[src/fis_rx_pkg.sv]
`default_nettype none

package fis_rx_pkg;

    typedef logic [31:0] dword_t;      // one fifo or register word
    typedef logic [1:0]  data_type_t;  // tag that travels with each fifo word
    typedef logic [3:0]  fis_cnt_t;    // dwords left in a counted fis
    typedef logic [11:0] dw_count_t;   // payload dwords handed to dma

    localparam data_type_t DATA_TYPE_DMA      = 2'd0; // payload dword
    localparam data_type_t DATA_TYPE_FIS_HEAD = 2'd1; // first dword of a fis
    localparam data_type_t DATA_TYPE_OK       = 2'd2; // end of fis with good crc
    localparam data_type_t DATA_TYPE_ERR      = 2'd3; // end of fis with bad crc

    // fis lengths in dwords minus one
    localparam fis_cnt_t DSFIS_LENM1  = 4'd6;  // dma setup
    localparam fis_cnt_t PSFIS_LENM1  = 4'd4;  // pio setup
    localparam fis_cnt_t RFIS_LENM1   = 4'd4;  // d2h register and signature
    localparam fis_cnt_t SDBFIS_LENM1 = 4'd1;  // set device bits
    localparam fis_cnt_t UFIS_LENM1   = 4'd15; // unknown fis
    localparam fis_cnt_t DMAH_LENM1   = 4'd0;  // data fis header only
    localparam fis_cnt_t IGNORE_LENM1 = 4'd15; // longest fis that can be dropped

    typedef struct packed {
        logic sig;      // take signature from a d2h fis
        logic dsfis;
        logic psfis;
        logic rfis;
        logic sdbfis;
        logic ufis;
        logic data_fis; // header then payload to dma
        logic ignore;
    } fis_sel_t;

    typedef struct packed {
        logic [7:0] err;
        logic [7:0] sts;
    } tfd_t;

    typedef struct packed {
        dword_t     data;
        data_type_t dtype;
        logic       valid; // at least one word in the fifo
        logic       many;  // more than one word in the fifo
    } fifo_in_t;

endpackage

`default_nettype wire

[src/hba_regs_pkg.sv]
`default_nettype none

package hba_regs_pkg;

    typedef logic [9:0] reg_addr_t; // dword address into the register space

    typedef struct packed {
        logic        we;
        reg_addr_t   addr;
        logic [31:0] data;
    } reg_wr_t;

    localparam reg_addr_t PXTFD_ADDR = 10'h048; // port 0 task file data
    localparam reg_addr_t PXSIG_ADDR = 10'h049; // port 0 signature
    localparam reg_addr_t FB_ADDR    = 10'h300; // received fis area base

    // slots inside the received fis area
    localparam reg_addr_t DSFIS_OFFS  = 10'h000;
    localparam reg_addr_t PSFIS_OFFS  = 10'h008;
    localparam reg_addr_t RFIS_OFFS   = 10'h010;
    localparam reg_addr_t SDBFIS_OFFS = 10'h016;
    localparam reg_addr_t UFIS_OFFS   = 10'h018;

endpackage

`default_nettype wire

[src/fis_rx_ctrl.sv]
`timescale 1ns/1ps
`default_nettype none

module fis_rx_ctrl
    import fis_rx_pkg::*;
    import hba_regs_pkg::*;
(
    input  wire logic     mclk,
    input  wire logic     hba_rst,
    input  wire fifo_in_t fifo_in,
    input  wire fis_sel_t get,             // one-hot get strobe
    input  wire logic     dma_pop,         // dma side takes the current word
    input  wire logic     dwords_over_dma, // data fis too long
    output logic          hba_data_in_ready,
    output logic          word_avail,      // word may be popped this cycle
    output logic          data_start,      // data fis header popped
    output logic          store,           // current word goes to the fis area
    output reg_addr_t     store_addr,
    output logic          sig_hi,          // signature dword 1 popped
    output logic          sig_lo,          // signature dword 3 popped
    output logic          d2h_load,
    output logic          sdb_load,
    output logic          fis_first_vld,
    output logic          get_fis_busy,
    output logic          get_fis_done,
    output logic          fis_ok,
    output logic          fis_err,
    output logic          fis_ferr
);

    logic       get_any;   // any get strobe this cycle
    logic [1:0] was_pop;   // pops in the last two cycles
    logic       fis_end;   // end tag at the fifo output
    logic       wr_word;   // pop of a counted fis dword
    logic       end_pop;   // pop of the end word
    logic       overrun;   // dword beyond the fis length
    logic       ferr_set;
    reg_addr_t  sel_addr;  // slot of the selected fis
    fis_cnt_t   sel_len;   // length of the selected fis
    reg_addr_t  addr_r;
    fis_cnt_t   dcount;    // dwords left minus one
    logic       dw_done;   // all counted dwords popped
    logic [3:0] word_sr;   // one-hot dword position 0..3
    logic       save_r;    // fis goes into the register space
    logic       is_data_r;
    logic       is_rfis_r;
    logic       is_sdb_r;
    logic       is_sig_r;

    assign get_any = |get;
    assign fis_end = (fifo_in.dtype == DATA_TYPE_OK) || (fifo_in.dtype == DATA_TYPE_ERR);

    // single word left needs two quiet cycles before the next pop
    assign word_avail = fifo_in.valid && !fis_ferr && (fifo_in.many || !(|was_pop));

    assign wr_word  = get_fis_busy && word_avail && !fis_end && !dw_done;
    assign end_pop  = get_fis_busy && word_avail && fis_end;
    assign overrun  = get_fis_busy && word_avail && !fis_end && dw_done && !is_data_r;
    assign ferr_set = overrun || dwords_over_dma;

    assign hba_data_in_ready = dma_pop || wr_word || end_pop;

    assign store      = wr_word && save_r;
    assign store_addr = addr_r;
    assign data_start = wr_word && is_data_r;
    assign d2h_load   = wr_word && word_sr[0] && (is_rfis_r || is_sig_r); // dword 0
    assign sdb_load   = wr_word && word_sr[0] && is_sdb_r;
    assign sig_hi     = wr_word && word_sr[1] && is_sig_r;
    assign sig_lo     = wr_word && word_sr[3] && is_sig_r;

    assign sel_addr = ({10{get.dsfis}}  & (FB_ADDR + DSFIS_OFFS))  |
                      ({10{get.psfis}}  & (FB_ADDR + PSFIS_OFFS))  |
                      ({10{get.rfis}}   & (FB_ADDR + RFIS_OFFS))   |
                      ({10{get.sdbfis}} & (FB_ADDR + SDBFIS_OFFS)) |
                      ({10{get.ufis}}   & (FB_ADDR + UFIS_OFFS));

    assign sel_len = ({4{get.sig}}      & RFIS_LENM1)   |
                     ({4{get.dsfis}}    & DSFIS_LENM1)  |
                     ({4{get.psfis}}    & PSFIS_LENM1)  |
                     ({4{get.rfis}}     & RFIS_LENM1)   |
                     ({4{get.sdbfis}}   & SDBFIS_LENM1) |
                     ({4{get.ufis}}     & UFIS_LENM1)   |
                     ({4{get.data_fis}} & DMAH_LENM1)   |
                     ({4{get.ignore}}   & IGNORE_LENM1);

    always_ff @(posedge mclk) begin
        if (get_any) begin
            addr_r <= sel_addr;         // first slot of the fis
        end else if (store) begin
            addr_r <= addr_r + 1'b1;    // walk to the next dword
        end
    end

    always_ff @(posedge mclk) begin
        if (hba_rst) begin
            dcount    <= '0;
            dw_done   <= 1'b0;
            word_sr   <= '0;
            save_r    <= 1'b0;
            is_data_r <= 1'b0;
            is_rfis_r <= 1'b0;
            is_sdb_r  <= 1'b0;
            is_sig_r  <= 1'b0;
        end else if (get_any) begin
            dcount    <= sel_len;
            dw_done   <= 1'b0;
            word_sr   <= 4'b0001;
            save_r    <= !(get.sig || get.data_fis || get.ignore);
            is_data_r <= get.data_fis;
            is_rfis_r <= get.rfis;
            is_sdb_r  <= get.sdbfis;
            is_sig_r  <= get.sig;
        end else if (wr_word) begin
            dcount  <= dcount - 1'b1;   // wraps after the last dword, dw_done masks it
            dw_done <= (dcount == '0);
            word_sr <= word_sr << 1;
        end
    end

    always_ff @(posedge mclk) begin
        if (hba_rst) begin
            was_pop       <= '0;
            get_fis_busy  <= 1'b0;
            get_fis_done  <= 1'b0;
            fis_first_vld <= 1'b0;
            fis_ok        <= 1'b0;
            fis_err       <= 1'b0;
            fis_ferr      <= 1'b0;
        end else begin
            was_pop      <= {was_pop[0], hba_data_in_ready};
            get_fis_done <= end_pop || (get_fis_busy && ferr_set);
            if (ferr_set) begin
                fis_ferr <= 1'b1;       // sticky until reset
            end
            if (get_any) begin
                get_fis_busy <= 1'b1;
            end else if (end_pop || ferr_set) begin
                get_fis_busy <= 1'b0;
            end
            if (get_any) begin
                fis_first_vld <= 1'b0;
            end else if (!get_fis_busy && word_avail &&
                         (fifo_in.dtype == DATA_TYPE_FIS_HEAD)) begin
                fis_first_vld <= 1'b1;  // head waits for a get strobe
            end
            if (get_any) begin
                fis_ok  <= 1'b0;
                fis_err <= 1'b0;
            end else if (end_pop) begin
                fis_ok  <= (fifo_in.dtype == DATA_TYPE_OK);
                fis_err <= (fifo_in.dtype == DATA_TYPE_ERR);
            end
        end
    end

endmodule

`default_nettype wire

[src/fis_dma_fwd.sv]
`timescale 1ns/1ps
`default_nettype none

module fis_dma_fwd
    import fis_rx_pkg::*;
(
    input  wire logic     mclk,
    input  wire logic     hba_rst,
    input  wire fifo_in_t fifo_in,
    input  wire logic     word_avail,      // already masked by fatal error
    input  wire logic     data_start,
    input  wire logic     dma_in_ready,
    output logic          dma_in_valid,
    output logic          dwords_over_dma,
    output dw_count_t     data_in_dwords
);

    logic      data_phase; // between data fis header and its end word
    logic      dma_stop;
    dw_count_t dw_cnt;

    assign dma_in_valid = data_phase && dma_in_ready && word_avail &&
                          (fifo_in.dtype == DATA_TYPE_DMA);
    assign dma_stop     = data_phase && word_avail && (fifo_in.dtype != DATA_TYPE_DMA);

    assign dwords_over_dma = dma_in_valid && dw_cnt[11]; // past 2048 dwords
    assign data_in_dwords  = dw_cnt;

    always_ff @(posedge mclk) begin
        if (hba_rst) begin
            data_phase <= 1'b0;
            dw_cnt     <= '0;
        end else begin
            if (dma_stop) begin
                data_phase <= 1'b0;     // first non-data word ends payload
            end else if (data_start) begin
                data_phase <= 1'b1;
            end
            if (data_start) begin
                dw_cnt <= '0;
            end else if (dma_in_valid) begin
                dw_cnt <= dw_cnt + 1'b1;
            end
        end
    end

endmodule

`default_nettype wire

[src/tfd_status.sv]
`timescale 1ns/1ps
`default_nettype none

module tfd_status
    import fis_rx_pkg::*;
(
    input  wire logic     mclk,
    input  wire logic     hba_rst,
    input  wire fifo_in_t fifo_in,
    input  wire logic     d2h_load,       // d2h or signature dword 0
    input  wire logic     sdb_load,       // set device bits dword 0
    input  wire logic     update_err_sts, // write back without change
    input  wire logic     clear_bsy_drq,
    input  wire logic     set_bsy,
    input  wire logic     set_sts_7f,
    input  wire logic     set_sts_80,
    output tfd_t          tfd,
    output logic          tfd_wb,         // pxtfd write next cycle
    output logic          fis_i,
    output logic          sdb_n
);

    logic cmd; // any status command

    assign cmd = clear_bsy_drq || set_bsy || set_sts_7f || set_sts_80;

    always_ff @(posedge mclk) begin
        if (hba_rst) begin
            tfd    <= '0;
            tfd_wb <= 1'b0;
            fis_i  <= 1'b0;
            sdb_n  <= 1'b0;
        end else begin
            tfd_wb <= cmd || update_err_sts;
            if (d2h_load) begin
                tfd   <= fifo_in.data[15:0];    // err in the upper byte
                fis_i <= fifo_in.data[14];
            end else if (sdb_load) begin
                tfd.err <= fifo_in.data[15:8];
                tfd.sts <= {tfd.sts[7], fifo_in.data[6:4], tfd.sts[3], fifo_in.data[2:0]};
                fis_i   <= fifo_in.data[14];
                sdb_n   <= fifo_in.data[15];
            end else if (clear_bsy_drq || set_bsy) begin
                // bsy is bit 7 and drq is bit 3
                tfd.sts <= (tfd.sts & ~{clear_bsy_drq, 3'b000, clear_bsy_drq, 3'b000}) |
                           {set_bsy, 7'b0};
            end else if (set_sts_7f || set_sts_80) begin
                tfd.sts <= {set_sts_80, {7{set_sts_7f}}}; // both give 0xff
            end
        end
    end

endmodule

`default_nettype wire

[src/hba_reg_wr.sv]
`timescale 1ns/1ps
`default_nettype none

module hba_reg_wr
    import fis_rx_pkg::*;
    import hba_regs_pkg::*;
(
    input  wire logic      mclk,
    input  wire logic      hba_rst,
    input  wire fifo_in_t  fifo_in,
    input  wire logic      store,      // fifo word goes to store_addr
    input  wire reg_addr_t store_addr,
    input  wire logic      sig_hi,     // dword 1 of signature fis at fifo output
    input  wire logic      sig_lo,     // dword 3 of signature fis at fifo output
    input  wire tfd_t      tfd,
    input  wire logic      tfd_wb,
    output reg_wr_t        reg_wr
);

    logic [23:0] sig_hold; // lba and sector count from dword 1
    logic        we_r;
    reg_addr_t   addr_r;
    dword_t      data_r;

    assign reg_wr = '{we: we_r, addr: addr_r, data: data_r};

    always_ff @(posedge mclk) begin
        if (sig_hi) begin
            sig_hold <= fifo_in.data[23:0];
        end
    end

    always_ff @(posedge mclk) begin
        if (hba_rst) begin
            we_r <= 1'b0;
        end else begin
            we_r <= store || sig_lo || tfd_wb;
        end
    end

    // stored fis word wins over signature and pxtfd
    always_ff @(posedge mclk) begin
        if (store) begin
            addr_r <= store_addr;
            data_r <= fifo_in.data;
        end else if (sig_lo) begin
            addr_r <= PXSIG_ADDR;
            data_r <= {sig_hold, fifo_in.data[7:0]};
        end else if (tfd_wb) begin
            addr_r <= PXTFD_ADDR;
            data_r <= {16'h0000, tfd.err, tfd.sts};
        end
    end

endmodule

`default_nettype wire

[src/fis_receive.sv]
`timescale 1ns/1ps
`default_nettype none

module fis_receive
    import fis_rx_pkg::*;
    import hba_regs_pkg::*;
(
    input  wire logic     mclk,
    input  wire logic     hba_rst,
    input  wire fifo_in_t fifo_in,           // transport fifo output
    output logic          hba_data_in_ready, // pops the current word
    input  wire fis_sel_t get,
    output logic          fis_first_vld,
    output logic          get_fis_busy,
    output logic          get_fis_done,
    output logic          fis_ok,
    output logic          fis_err,
    output logic          fis_ferr,
    input  wire logic     update_err_sts,
    input  wire logic     clear_bsy_drq,
    input  wire logic     set_bsy,
    input  wire logic     set_sts_7f,
    input  wire logic     set_sts_80,
    output tfd_t          tfd,
    output logic          fis_i,
    output logic          sdb_n,
    output dw_count_t     data_in_dwords,
    input  wire logic     dma_in_ready,
    output logic          dma_in_valid,
    output reg_wr_t       reg_wr
);

    logic      word_avail;
    logic      data_start;
    logic      dwords_over_dma;
    logic      store;
    reg_addr_t store_addr;
    logic      sig_hi;
    logic      sig_lo;
    logic      d2h_load;
    logic      sdb_load;
    logic      tfd_wb;

    fis_rx_ctrl u_ctrl (
        .mclk, .hba_rst, .fifo_in, .get,
        .dma_pop (dma_in_valid),       // dma pops share the fifo ready
        .dwords_over_dma, .hba_data_in_ready, .word_avail, .data_start,
        .store, .store_addr, .sig_hi, .sig_lo, .d2h_load, .sdb_load,
        .fis_first_vld, .get_fis_busy, .get_fis_done, .fis_ok, .fis_err, .fis_ferr
    );

    fis_dma_fwd u_dma_fwd (
        .mclk, .hba_rst, .fifo_in, .word_avail, .data_start, .dma_in_ready,
        .dma_in_valid, .dwords_over_dma, .data_in_dwords
    );

    tfd_status u_tfd (
        .mclk, .hba_rst, .fifo_in, .d2h_load, .sdb_load, .update_err_sts,
        .clear_bsy_drq, .set_bsy, .set_sts_7f, .set_sts_80,
        .tfd, .tfd_wb, .fis_i, .sdb_n
    );

    hba_reg_wr u_reg_wr (
        .mclk, .hba_rst, .fifo_in, .store, .store_addr, .sig_hi, .sig_lo,
        .tfd, .tfd_wb, .reg_wr
    );

endmodule

`default_nettype wire

[config.mk]
export PLATFORM = sky130hd
export DESIGN_NAME = fis_receive
export DESIGN_NICKNAME = d
export VERILOG_FILES = /design/src/fis_rx_pkg.sv /design/src/hba_regs_pkg.sv /design/src/fis_rx_ctrl.sv /design/src/fis_dma_fwd.sv /design/src/tfd_status.sv /design/src/hba_reg_wr.sv /design/src/fis_receive.sv
export SDC_FILE = /design/constraint.sdc
export NUM_CORES = 1
export LEC_CHECK = 0
export BUFFER_PORTS_ARGS = -buffer_cell sky130_fd_sc_hd__clkbuf_2
export CAP_MARGIN = 20
export CORE_MARGIN = 3
export CORE_UTILIZATION = 57
export DETAILED_ROUTE_END_ITERATION = 12
export PLACE_DENSITY = 0.84
export SETUP_SLACK_MARGIN = 0.02
export SYNTH_ARGS = -nofsm -noshare
export SYNTH_HDL_FRONTEND = slang
export SYNTH_SLANG_ARGS = --single-unit
[constraint.sdc]
create_clock -name mclk -period 6.2 [get_ports mclk]
set_input_delay 0.62 -clock mclk [delete_from_list [all_inputs] [get_ports mclk]]
set_output_delay 0.62 -clock mclk [all_outputs]
set_load 0.005 [all_outputs]
==> results.md, run 1 <==
- Status: completed
- Fillers: 634
- Worst rel slew slack: 33.5%
- Hold_sp: fifo_in[24]
- Reg area: 3360 sq um
- Asr flop ratio synth: 0%
- Number of enable flip-flop cells after synthesis: 76
- Pwr dens: 305 nW/um^2
- Worst EP required: 5.58 ns
- Fraction of layout cells with a size suffix above 1: 31.1%
- DR vias/cell: 5.83
- Worst Path Arrival: 2.23 ns
- Slowest Stage Delay on Critical Path: 0.79 ns
- Worst path top cell family by delay: compound AO/OA/AOI/OAI gates
- Pwr Total: 2.08 mW
- Max-capacitance violation count: 0
- RSZ-0062 raised after global routing: no
- Highest metal used: met4
- Residual DRC count: 0
- Synth warnings: 0
- Starting Density: 58.9%
- Cells after Synth: 460
- Hold-fix buffers at CTS: 0
- Setup TNS Final: 0 ns
- Fin. Hold Viols: 0
- Met2 WL: 6330 um
- Area grow syn2layout: 24.5%
- Pre-CTS WS: 3.05 ns
- LEAKAGE: 2.82 nW
- Post-CTS setup repair buffer count: 0
- CTS max path bufs: 2
- Met1 Routed Length: 5260 um
- Peak supply drop: 227 uV
- Crit path from: u_ctrl.was_pop[1]
- WL/cell: 17.5 um
- CTS tree: yes
- Fmax: 351 MHz
- Clk Latency, worst-skew pair: 0.52 ns
- Element type at the critical path end: output pin
- Worst Tran Pin Value: 0.996 ns
- GRT Residual Overflow: 0
- Crit Path Class: reg2out
- Final wirelength: 12800 um
- Clk sinks: 130
- Final layout net count: 646
- Main flop type after synthesis: edfxtp_1
- Setup WS post-layout: 3.35 ns
- Number of global-route vias before repair: 4186
- Period minus WS final: 2.85 ns
- GPL Wtd Cong: 0.812
- Maximum number of pins on one net before global-route repair: 43
- Port bufs: 132
- # setup viols final: 0
- HP Class: in2reg
- Global-route wire length before repair: 20900 um
- Synthesized area per cell: 11.9 sq um
- Critical path cell sequence: o21bai_1, nand2_1, nor2_1, clkbuf_2
- Initial antenna violation count: 0
- Total GRT Usage: 24.1%
- Syn Std Cell Area: 5470 sq um
- Die H: 104 um
- Num CTS Buffers: 17
- CP bufs+invs: 1
- Post-DP HPWL: 8430 um
- Detailed Route Iter0 Violations: 262
- Remaining antenna violation count after routing: 0
- Met3 WL: 1040 um
- Seq cells post-synth: 130
- Multi-input gate area: 1930 sq um
- Post-synthesis sequential area ratio: 61.5%
- Area of the die: 10800 sq um
- Ant diodes: 0
- Vias: 4273
- Pins Over Slew Limit: 0
- Clk slew on worst S/H paths: 0.06 ns
- Unique masters post-synth: 58
- Clk root buf: clkbuf_8
- Die width: 104 um
- Critical path launch point type: flop
- Final period util: 46.0%
- Drt pass-1 iters: 6
- Ports: 133
- Worst flop-to-flop path startpoint: u_ctrl.get_fis_busy
- Core Area: 9280 sq um
- Syn_nets: 515
- Resize count post-CTS: 0
- CP Max Fanout: 15
- Rows: 35
- Clock skew: 0.00785 ns
- Critical Path Slowest Stage Cell: o21bai_1
- CTS H-tree lvls: 4
-- logic make-up after synthesis --
kind of cell / Yosys count / synth area share [%]
multiplexers: 13 / 2.56
AO/OA/AOI/OAI: 102 / 12.9
adder cells (fa/ha/maj): 3 / 0.686
AND/OR/NAND/NOR: 168 / 17.4
buffers and inverters: 34 / 3.32
XOR/XNOR: 10 / 1.60
flip-flops: 130 / 61.5
-- Yosys cell counts, types with 6 or more instances --
| master | count | area [sq um] |
|---|---|---|
| a211oi_1 | 7 | 52.6 |
| dfxtp_1 | 54 | 1080 |
| clkbuf_1 | 8 | 30.0 |
| xor2_1 | 7 | 61.3 |
| a21oi_1 | 32 | 160 |
| nor3_1 | 17 | 85.1 |
| a22o_1 | 17 | 149 |
| mux2_2 | 8 | 90.1 |
| and2_1 | 11 | 68.8 |
| nand4_1 | 10 | 62.6 |
| nor2_1 | 38 | 143 |
| buf_2 | 6 | 30.0 |
| inv_1 | 11 | 41.3 |
| edfxtp_1 | 76 | 2280 |
| o21ai_0 | 16 | 80.1 |
| or3_1 | 12 | 75.1 |
| nand2_1 | 34 | 128 |
| and3_1 | 14 | 87.6 |
| a221o_1 | 10 | 100 |
-- through the flow --
stage               util (%)  hold WS, ns  cell area, sq um  instances
CTS                     73.0        0.277              6770        731
finish                  73.4        0.291              6810        733
detailed placement      66.4        0.469              6160        699
floorplan                  -        0.431              5470        460
global placement        66.4        0.441              6160        699
global route            73.4        0.275              6810        733
-- final timing paths --
| check | endpoint | slack [ns] | cells after the start |
|---|---|---|---|
| setup reg to reg | u_reg_wr.data_r[12] | 3.41 | 4 |
| hold reg to reg | u_tfd.tfd[15] | 0.49 | 2 |
| hold / removal | u_reg_wr.sig_hold[20] | 0.29 | 1 |
| setup / recovery | hba_data_in_ready | 3.35 | 4 |
-- per-layer routing --
metal | up-vias | GRT usage (%)
met5 | - | 0
met4 | 0 | 8.17
met3 | 20 | 8.44
met2 | 207 | 40.2
met1 | 2037 | 29.2
li1 | 2009 | -
-- where the power goes --
group / switching, mW / total (mW) / internal (mW)
clock: 0.399 / 1.02 / 0.626
sequential: 0.0154 / 0.952 / 0.937
combinational: 0.0600 / 0.103 / 0.0426
total: 0.474 / 2.08 / 1.60
-- registers in the layout (all words and copies together) (netlist names), 2 cells and up --
name                      cells
u_reg_wr.data_r              32
u_ctrl.dcount                 4
u_tfd.tfd                    16
u_reg_wr.sig_hold            24
u_ctrl.store_addr            10
u_dma_fwd.data_in_dwords     12
u_reg_wr.addr_r              10
u_ctrl.was_pop                2
u_ctrl.word_sr                4
-- area by class of cell --
type / instances / area share (%)
clock inverters: 15 / 2.88
repair buffers: 135 / 10.4
flip-flops and latches: 130 / 49.4
inverters: 11 / 0.606
clock buffers: 17 / 6.08
well taps: 129 / 2.37
multi-input cells: 296 / 28.3
-- cell usage in the layout (no fill, tap or decap), drive strengths merged, types with 2 or more instances in the layout --
cell	n
xnor2	3
xor2	7
nor2	39
a31oi	3
o21ai	17
a211oi	7
mux2	8
nand3	5
nor2b	3
and2	11
and3	14
edfxtp	76
nor4	6
ha	3
and4	5
bufinv	3
buf	3
nor3	18
nand2	35
a221oi	3
clkbuf	149
a21o	4
dfxtp	54
a221o	11
nand4	10
nand3b	2
nor3b	2
a22o	17
clkinvlp	3
mux2i	5
or3	12
inv	19
a21oi	32
-- worst register-to-register path, cell delays in order (launching register included) --
cell and delay (ns):
dfxtp_1 0.51, nand4bb_4 0.19, nor3_4 0.60, nand2_4 0.31
nand2_2 0.80
Note: power is estimated with default switching activity, not from simulation.
==> run 2: changes to the inputs <==
- CORE_UTILIZATION: 57 -> 53
- PLACE_DENSITY: 0.84 -> 0.79
- clock period: 6.2 -> 2.9 ns (I/O delays scaled with it)
==> run 2 against run 1 <==
Compared with the run above: via count rose by 2.2%; first-iteration DRC count down 1.5%; highest routed layer unchanged; critical endpoint is now u_reg_wr.addr_r[8]; combinational power grew 150%; global-route usage is 1.1 points lower; design area grew 3.6%; largest cell class unchanged; utilization fell by 2.1 points; clock skew grew 0.0037 ns.
==> results.md, run 2 (synthesized netlist as in run 1, its figures left out) <==
- Final period util: 71.8%
- Number of global-route vias before repair: 4204 (+0.43%)
- GRT Residual Overflow: 0 (unchanged)
- Fin. Hold Viols: 0 (unchanged)
- Worst Path Arrival: 2.29 ns (+0.06 ns)
- Resize count post-CTS: 0 (unchanged)
- Fraction of layout cells with a size suffix above 1: 30.3% (-0.79 points)
- LEAKAGE: 2.94 nW (+4.2%)
- CTS H-tree lvls: 4 (unchanged)
- Clk Latency, worst-skew pair: 0.52 ns (about the same)
- Remaining antenna violation count after routing: 0 (unchanged)
- CP Max Fanout: 37 (+22)
- Maximum number of pins on one net before global-route repair: 38 (-12%)
- Vias: 4368 (+2.2%)
- Crit Path Class: reg2reg
- Clk slew on worst S/H paths: 0.06 ns (about the same)
- Final layout net count: 675 (+4.5%)
- Rows: 36 (+2.9%)
- Num CTS Buffers: 17 (unchanged)
- Pre-CTS WS: 0.799 ns (-2.25 ns)
- Clk root buf: clkbuf_8
- DR vias/cell: 5.70 (-2.2%)
- Pins Over Slew Limit: 0 (unchanged)
- Most frequent cells in the layout: 132 x clkbuf_2, 76 x edfxtp_1, 54 x dfxtp_1
- Peak supply drop: 370 uV (+63%)
- Fmax: 480 MHz
- Pwr dens: 622 nW/um^2 (+100%)
- Pwr Total: 4.39 mW (+110%)
- Ant diodes: 0 (unchanged)
- Core Area: 9910 sq um (+6.7%)
- Fillers: 700 (+10%)
- Area of the die: 11600 sq um (+7.1%)
- Area grow syn2layout: 29.0%
- Clock skew: 0.0116 ns (+0.00372 ns)
- # setup viols final: 0 (unchanged)
- Period minus WS final: 2.08 ns
- Setup WS post-layout: 0.819 ns (-2.53 ns)
- Most flop-heavy register: u_reg_wr.data_r
- Clk sinks: 130 (unchanged)
- Final Cell Area: 7060 sq um (+3.6%)
- Most common cell after layout, fill and taps aside: clkbuf_2
- Global-route wire length before repair: 20600 um (-1.3%)
- CTS max path bufs: 2 (unchanged)
- WL/cell: 17.3 um (-0.91%)
- GPL Wtd Cong: 0.823 (+1.3%)
- Element type at the critical path end: flop
- Status: completed
- Drt pass-1 iters: 5 (-1)
- Worst rel slew slack: 54.1% (+21 points)
- CTS tree: yes
- Biggest regs: u_reg_wr.data_r (32), u_reg_wr.sig_hold (24), u_tfd.tfd (16)
- Setup TNS Final: 0 ns (unchanged)
- Total GRT Usage: 22.9% (-1.1 points)
- Detailed Route Iter0 Violations: 258 (-1.5%)
- Post-DP HPWL: 8570 um (+1.7%)
- Max-capacitance violation count: 0 (unchanged)
- Max FFs per register: 32 (unchanged)
- Die H: 108 um (+3.5%)
- Port bufs: 132 (unchanged)
- Die width: 108 um (+3.5%)
- Final wirelength: 13300 um (+3.5%)
- Residual DRC count: 0 (unchanged)
- RSZ-0062 raised after global routing: no
- Worst Tran Pin Value: 0.687 ns (-0.309 ns)
- Dpl cell area: 6230 sq um (+1.1%)
- Ports: 133 (unchanged)
- Initial antenna violation count: 0 (unchanged)
- Hold Slack: 0.0413 ns (-0.249 ns)
- HP Class: in2reg
- Worst EP required: 3.11 ns (-2.47 ns)
- Critical path launch point type: flop
- Starting Density: 55.2% (-3.7 points)
## run 2: cell types whose count changed in the layout (fill, tap and decap cells not counted), moves of 2 or more
cell           change
clkinvlp_4         -2
inv_6              -2
buf_4              +6
clkinv_4           +2
dlygate4sd3_1     +24
## run 2: worst paths after layout
| check | slack, ns | depth (start not counted) | startpoint | end |
|---|---|---|---|---|
| worst max-delay path | 0.82 | 6 | u_ctrl.get_fis_busy | u_reg_wr.addr_r[8] |
| worst min-delay path | 0.04 | 3 | get[1] | u_ctrl.is_data_r |
| worst max register to register | 0.82 | 6 | u_ctrl.get_fis_busy | u_reg_wr.addr_r[8] |
| worst min register to register | 0.48 | 2 | u_tfd.tfd[10] | u_tfd.tfd[10] |
## run 2: report_power, final
part / total (mW) / switching, mW / internal, mW
Sequential: 2.03 / 0.0334 / 2.00
Clock: 2.10 / 0.853 / 1.25
Combinational: 0.255 / 0.137 / 0.118
Total: 4.39 / 1.02 / 3.37
## run 2: routing by layer
metal	vias up	wire [um]	track usage [%]	share of wire, %
met3	16	965	5.88	7.3
li1	2065	-	-	-
met5	-	0	0	0
met1	2092	5600	28.5	42
met4	0	176	8.39	1.3
met2	195	6540	38.7	49
## run 2: timing repair
action                                 CTS  global route
endpoints found under the hold margin   24             0
setup buffers                            0             0
hold buffers                            24             0
## run 2: stage by stage
step	cells	utilization (%)
floorplan	460	-
global placement	710	62.9
detailed placement	710	62.9
CTS	766	71.2
global route	766	71.2
finish	766	71.2
## run 2: layout make-up
| cell class | instances | area [sq um] | area share (%) |
|---|---|---|---|
| Sequential cell | 130 | 3360 | 47.7 |
| Multi-Input combinational cell | 296 | 1930 | 27.3 |
| Timing Repair Buffer | 164 | 973 | 13.8 |
| Clock buffer | 17 | 414 | 5.87 |
| Clock inverter | 15 | 171 | 2.43 |
| Tap cell | 133 | 166 | 2.36 |
| Inverter | 11 | 41.3 | 0.585 |
## run 2: worst max-delay path, cell delays in order, from the launching register on
cell and delay, ns:
dfxtp_1 0.50, nand4bb_4 0.20, nor3_4 0.14, buf_4 0.25, nand2_4 0.19, nand2_2 0.22, buf_12 0.25
==> run 3: changes to the inputs <==
- ABC_AREA: unset -> 1
- clock period: 2.9 -> 2.1 ns (I/O delays scaled with it)
==> run 3 against run 2 <==
Compared with the run above: hold slack got worse by 0.033 ns; register-to-register slack worse by 0.66 ns; combinational power is 55% higher; power grew 40%; synthesized cell count is 22% higher; design area is 3.8% higher; sequential share of layout area decreased by 1.8 points; sequential power is 38% higher; non-clock buffer count grew 11; via count increased by 7.2%; global-route usage is 0.96 points higher.
==> results.md, run 3 <==
- Status: completed
- Most flop-heavy register: u_reg_wr.data_r
- Most common cell after layout, fill and taps aside: clkbuf_2
- DR vias/cell: 5.29 (-7.3%)
- Post-synthesis sequential area ratio: 61.2% (-0.32 points)
- Maximum number of pins on one net before global-route repair: 28 (-26%)
- Fillers: 683 (-2.4%)
- Starting Density: 55.5% (+0.29 points)
- Die width: 108 um (+0.25%)
- Clk Latency, worst-skew pair: 0.51 ns (about the same)
- Worst rel slew slack: 65.4% (+11 points)
- Top cells by area, synth: edfxtp_1 42%, dfxtp_1 20%, nand2_1 7.6%
- Total GRT Usage: 23.9% (+0.96 points)
- Setup WS post-layout: 0.138 ns (-0.681 ns)
- Num CTS Buffers: 17 (unchanged)
- Crit Path Class: reg2out
- Max-capacitance violation count: 0 (unchanged)
- Met3 GRT Util: 6.42% (+0.54 points)
- Die H: 108 um (+0.25%)
- Element type at the critical path end: output pin
- Pwr Total: 6.15 mW (+40%)
- CTS H-tree lvls: 4 (unchanged)
- Clk slew on worst S/H paths: 0.06 ns (about the same)
- Final Cell Area: 7330 sq um (+3.8%)
- Final period util: 93.4%
- Clock skew: 0.0124 ns (+0.000794 ns)
- GRT Residual Overflow: 0 (unchanged)
- Clk root buf: clkbuf_8
- Count leader, synth: nand2_1
- Clk sinks: 130 (unchanged)
- Ant diodes: 0 (unchanged)
- Max FFs per register: 32 (unchanged)
- LEAKAGE: 3.13 nW (+6.5%)
- Number of enable flip-flop cells after synthesis: 76 (unchanged)
- Final Core Density: 74.0% (+2.7 points)
- Unique masters post-synth: 38 (-34%)
- Port bufs: 132 (unchanged)
- Syn Std Cell Area: 5500 sq um (+0.53%)
- Fmax: 510 MHz
- Reg area: 3360 sq um (unchanged)
- GRT met1 Usage: 30.3% (+1.8 points)
- Hold Slack: 0.00829 ns (-0.0331 ns)
- GPL Wtd Cong: 0.852 (+3.5%)
- Pre-CTS WS: 0.0647 ns (-0.734 ns)
- Pwr dens: 839 nW/um^2 (+35%)
- Period minus WS final: 1.96 ns
- Multi-input gate area: 1850 sq um (-4.3%)
- Remaining antenna violation count after routing: 0 (unchanged)
- # setup viols final: 0 (unchanged)
- CTS tree: yes
- Drt pass-1 iters: 5 (unchanged)
- Asr flop ratio synth: 0% (unchanged)
- Core Area: 9910 sq um (unchanged)
- Post-DP HPWL: 9270 um (+8.1%)
- RSZ-0062 raised after global routing: yes
- HP Class: in2reg
- Final wirelength: 13800 um (+3.6%)
- Residual DRC count: 0 (unchanged)
- Worst EP required: 1.89 ns (-1.22 ns)
- Hold path cells: 2 (-1)
- Worst Tran Pin Value: 0.519 ns (-0.169 ns)
- Number of global-route vias before repair: 4535 (+7.9%)
- Synthesized area per cell: 9.77 sq um (-18%)
- CTS max path bufs: 2 (unchanged)
- Gr busiest metal: met2
- Most frequent cells in the layout: 132 x clkbuf_2, 110 x nand2_1, 86 x nor2_1
- Final layout net count: 795 (+18%)
- WL/cell: 15.5 um (-10%)
- Ports: 133 (unchanged)
- R2R depth: 10 (+4)
- Pins Over Slew Limit: 0 (unchanged)
- Critical path launch point type: flop
- Cell taking the most area after synthesis: edfxtp_1
- Syn_nets: 618 (+20%)
- DP Cell Count: 820 (+15%)
- Non-Filler Instances: 886 (+16%)
- Fraction of layout cells with a size suffix above 1: 26.2% (-4.2 points)
- Seq cells post-synth: 130 (unchanged)
- Main flop type after synthesis: edfxtp_1
- Dpl cell area: 6350 sq um (+1.9%)
- Commonest cells in the netlist: 112 x nand2_1, 87 x nor2_1, 76 x edfxtp_1
- Met2 Use GR: 40.1% (+1.5 points)
- Peak supply drop: 561 uV (+52%)
- CP Max Fanout: 10 (-73%)
- Fin. Hold Viols: 0 (unchanged)
- Synth warnings: 0 (unchanged)
- Initial antenna violation count: 0 (unchanged)
- Worst Path Arrival: 1.75 ns (-0.54 ns)
- Share of the synthesized area in the top cell type: 41.5% (-0.22 points)
- Biggest regs: u_reg_wr.data_r (32), u_reg_wr.sig_hold (24), u_tfd.tfd (16)
- Rows: 36 (unchanged)
- Detailed Route Iter0 Violations: 422 (+64%)
- Setup TNS Final: 0 ns (unchanged)
- Area of the die: 11600 sq um (+0.49%)
- Global-route wire length before repair: 21700 um (+5.3%)
- Cells after Synth: 563 (+22%)
- Vias: 4684 (+7.2%)
- Area grow syn2layout: 33.3%
run 3: changes by cell type after synthesis, sizes merged, moves of 12 or more:
cell	previous run	this run
nand2	35	114
nor2	39	91
inv	11	61
nand3	5	23
and3	14	0
or3	12	0
run 3: final cells by class:
class                   count  share of cell area, %
repair buffers            175                   15.2
clock inverters            15                   2.48
flip-flops and latches    130                   45.9
clock buffers              17                   5.65
inverters                  63                   3.33
multi-input cells         353                   25.2
well taps                 133                   2.27
run 3: repair_timing:
item                                    4_1_cts  5_1_grt
hold buffers                                 31        1
buffers inserted                              0        2
hold endpoints to repair                     32        1
resized for setup                             2        5
endpoints found under the setup margin        1       37
pin swaps                                     0        3
run 3: logic make-up (layout without fill, tap and decap cells):
group | Yosys count | count (layout) | synth area share, %
compound gates | 90 | 90 | 10.4
xor+xnor | 12 | 12 | 1.91
fa+ha+maj | 3 | 3 | 0.683
buf+inv | 80 | 270 | 6.10
flops | 130 | 130 | 61.2
simple gates | 248 | 248 | 19.8
run 3: final timing paths:
kind / start / end / slack [ns]
max reg2reg: u_ctrl.was_pop[0] / u_reg_wr.data_r[3] / 0.16
max: u_ctrl.was_pop[0] / dma_in_valid / 0.14
min reg2reg: u_ctrl.was_pop[0] / u_ctrl.was_pop[1] / 0.45
min: fifo_in[35] / u_reg_wr.data_r[31] / 0.008
run 3: layer usage:
| metal | vias up | part of all wire [%] |
|---|---|---|
| met4 | 0 | 1.1 |
| met1 | 2183 | 41 |
| met3 | 19 | 7.4 |
| met2 | 222 | 51 |
| li1 | 2260 | - |
| met5 | - | 0 |
run 3: power by group:
| part | internal (mW) | total (mW) | leakage, nW | switching, mW |
|---|---|---|---|---|
| combinational | 0.176 | 0.394 | 1.66 | 0.218 |
| clock | 1.82 | 2.95 | 0.282 | 1.13 |
| sequential | 2.77 | 2.81 | 1.19 | 0.0435 |
| total | 4.76 | 6.15 | 3.13 | 1.39 |
run 3: worst max-delay path: stages (launching register included):
cell      delay [ns]
dfxtp_1         0.32
o21ai_2         0.23
nand2_1         0.12
nor2_1          0.13
nand3_2         0.17
inv_4           0.15
clkbuf_2        0.13
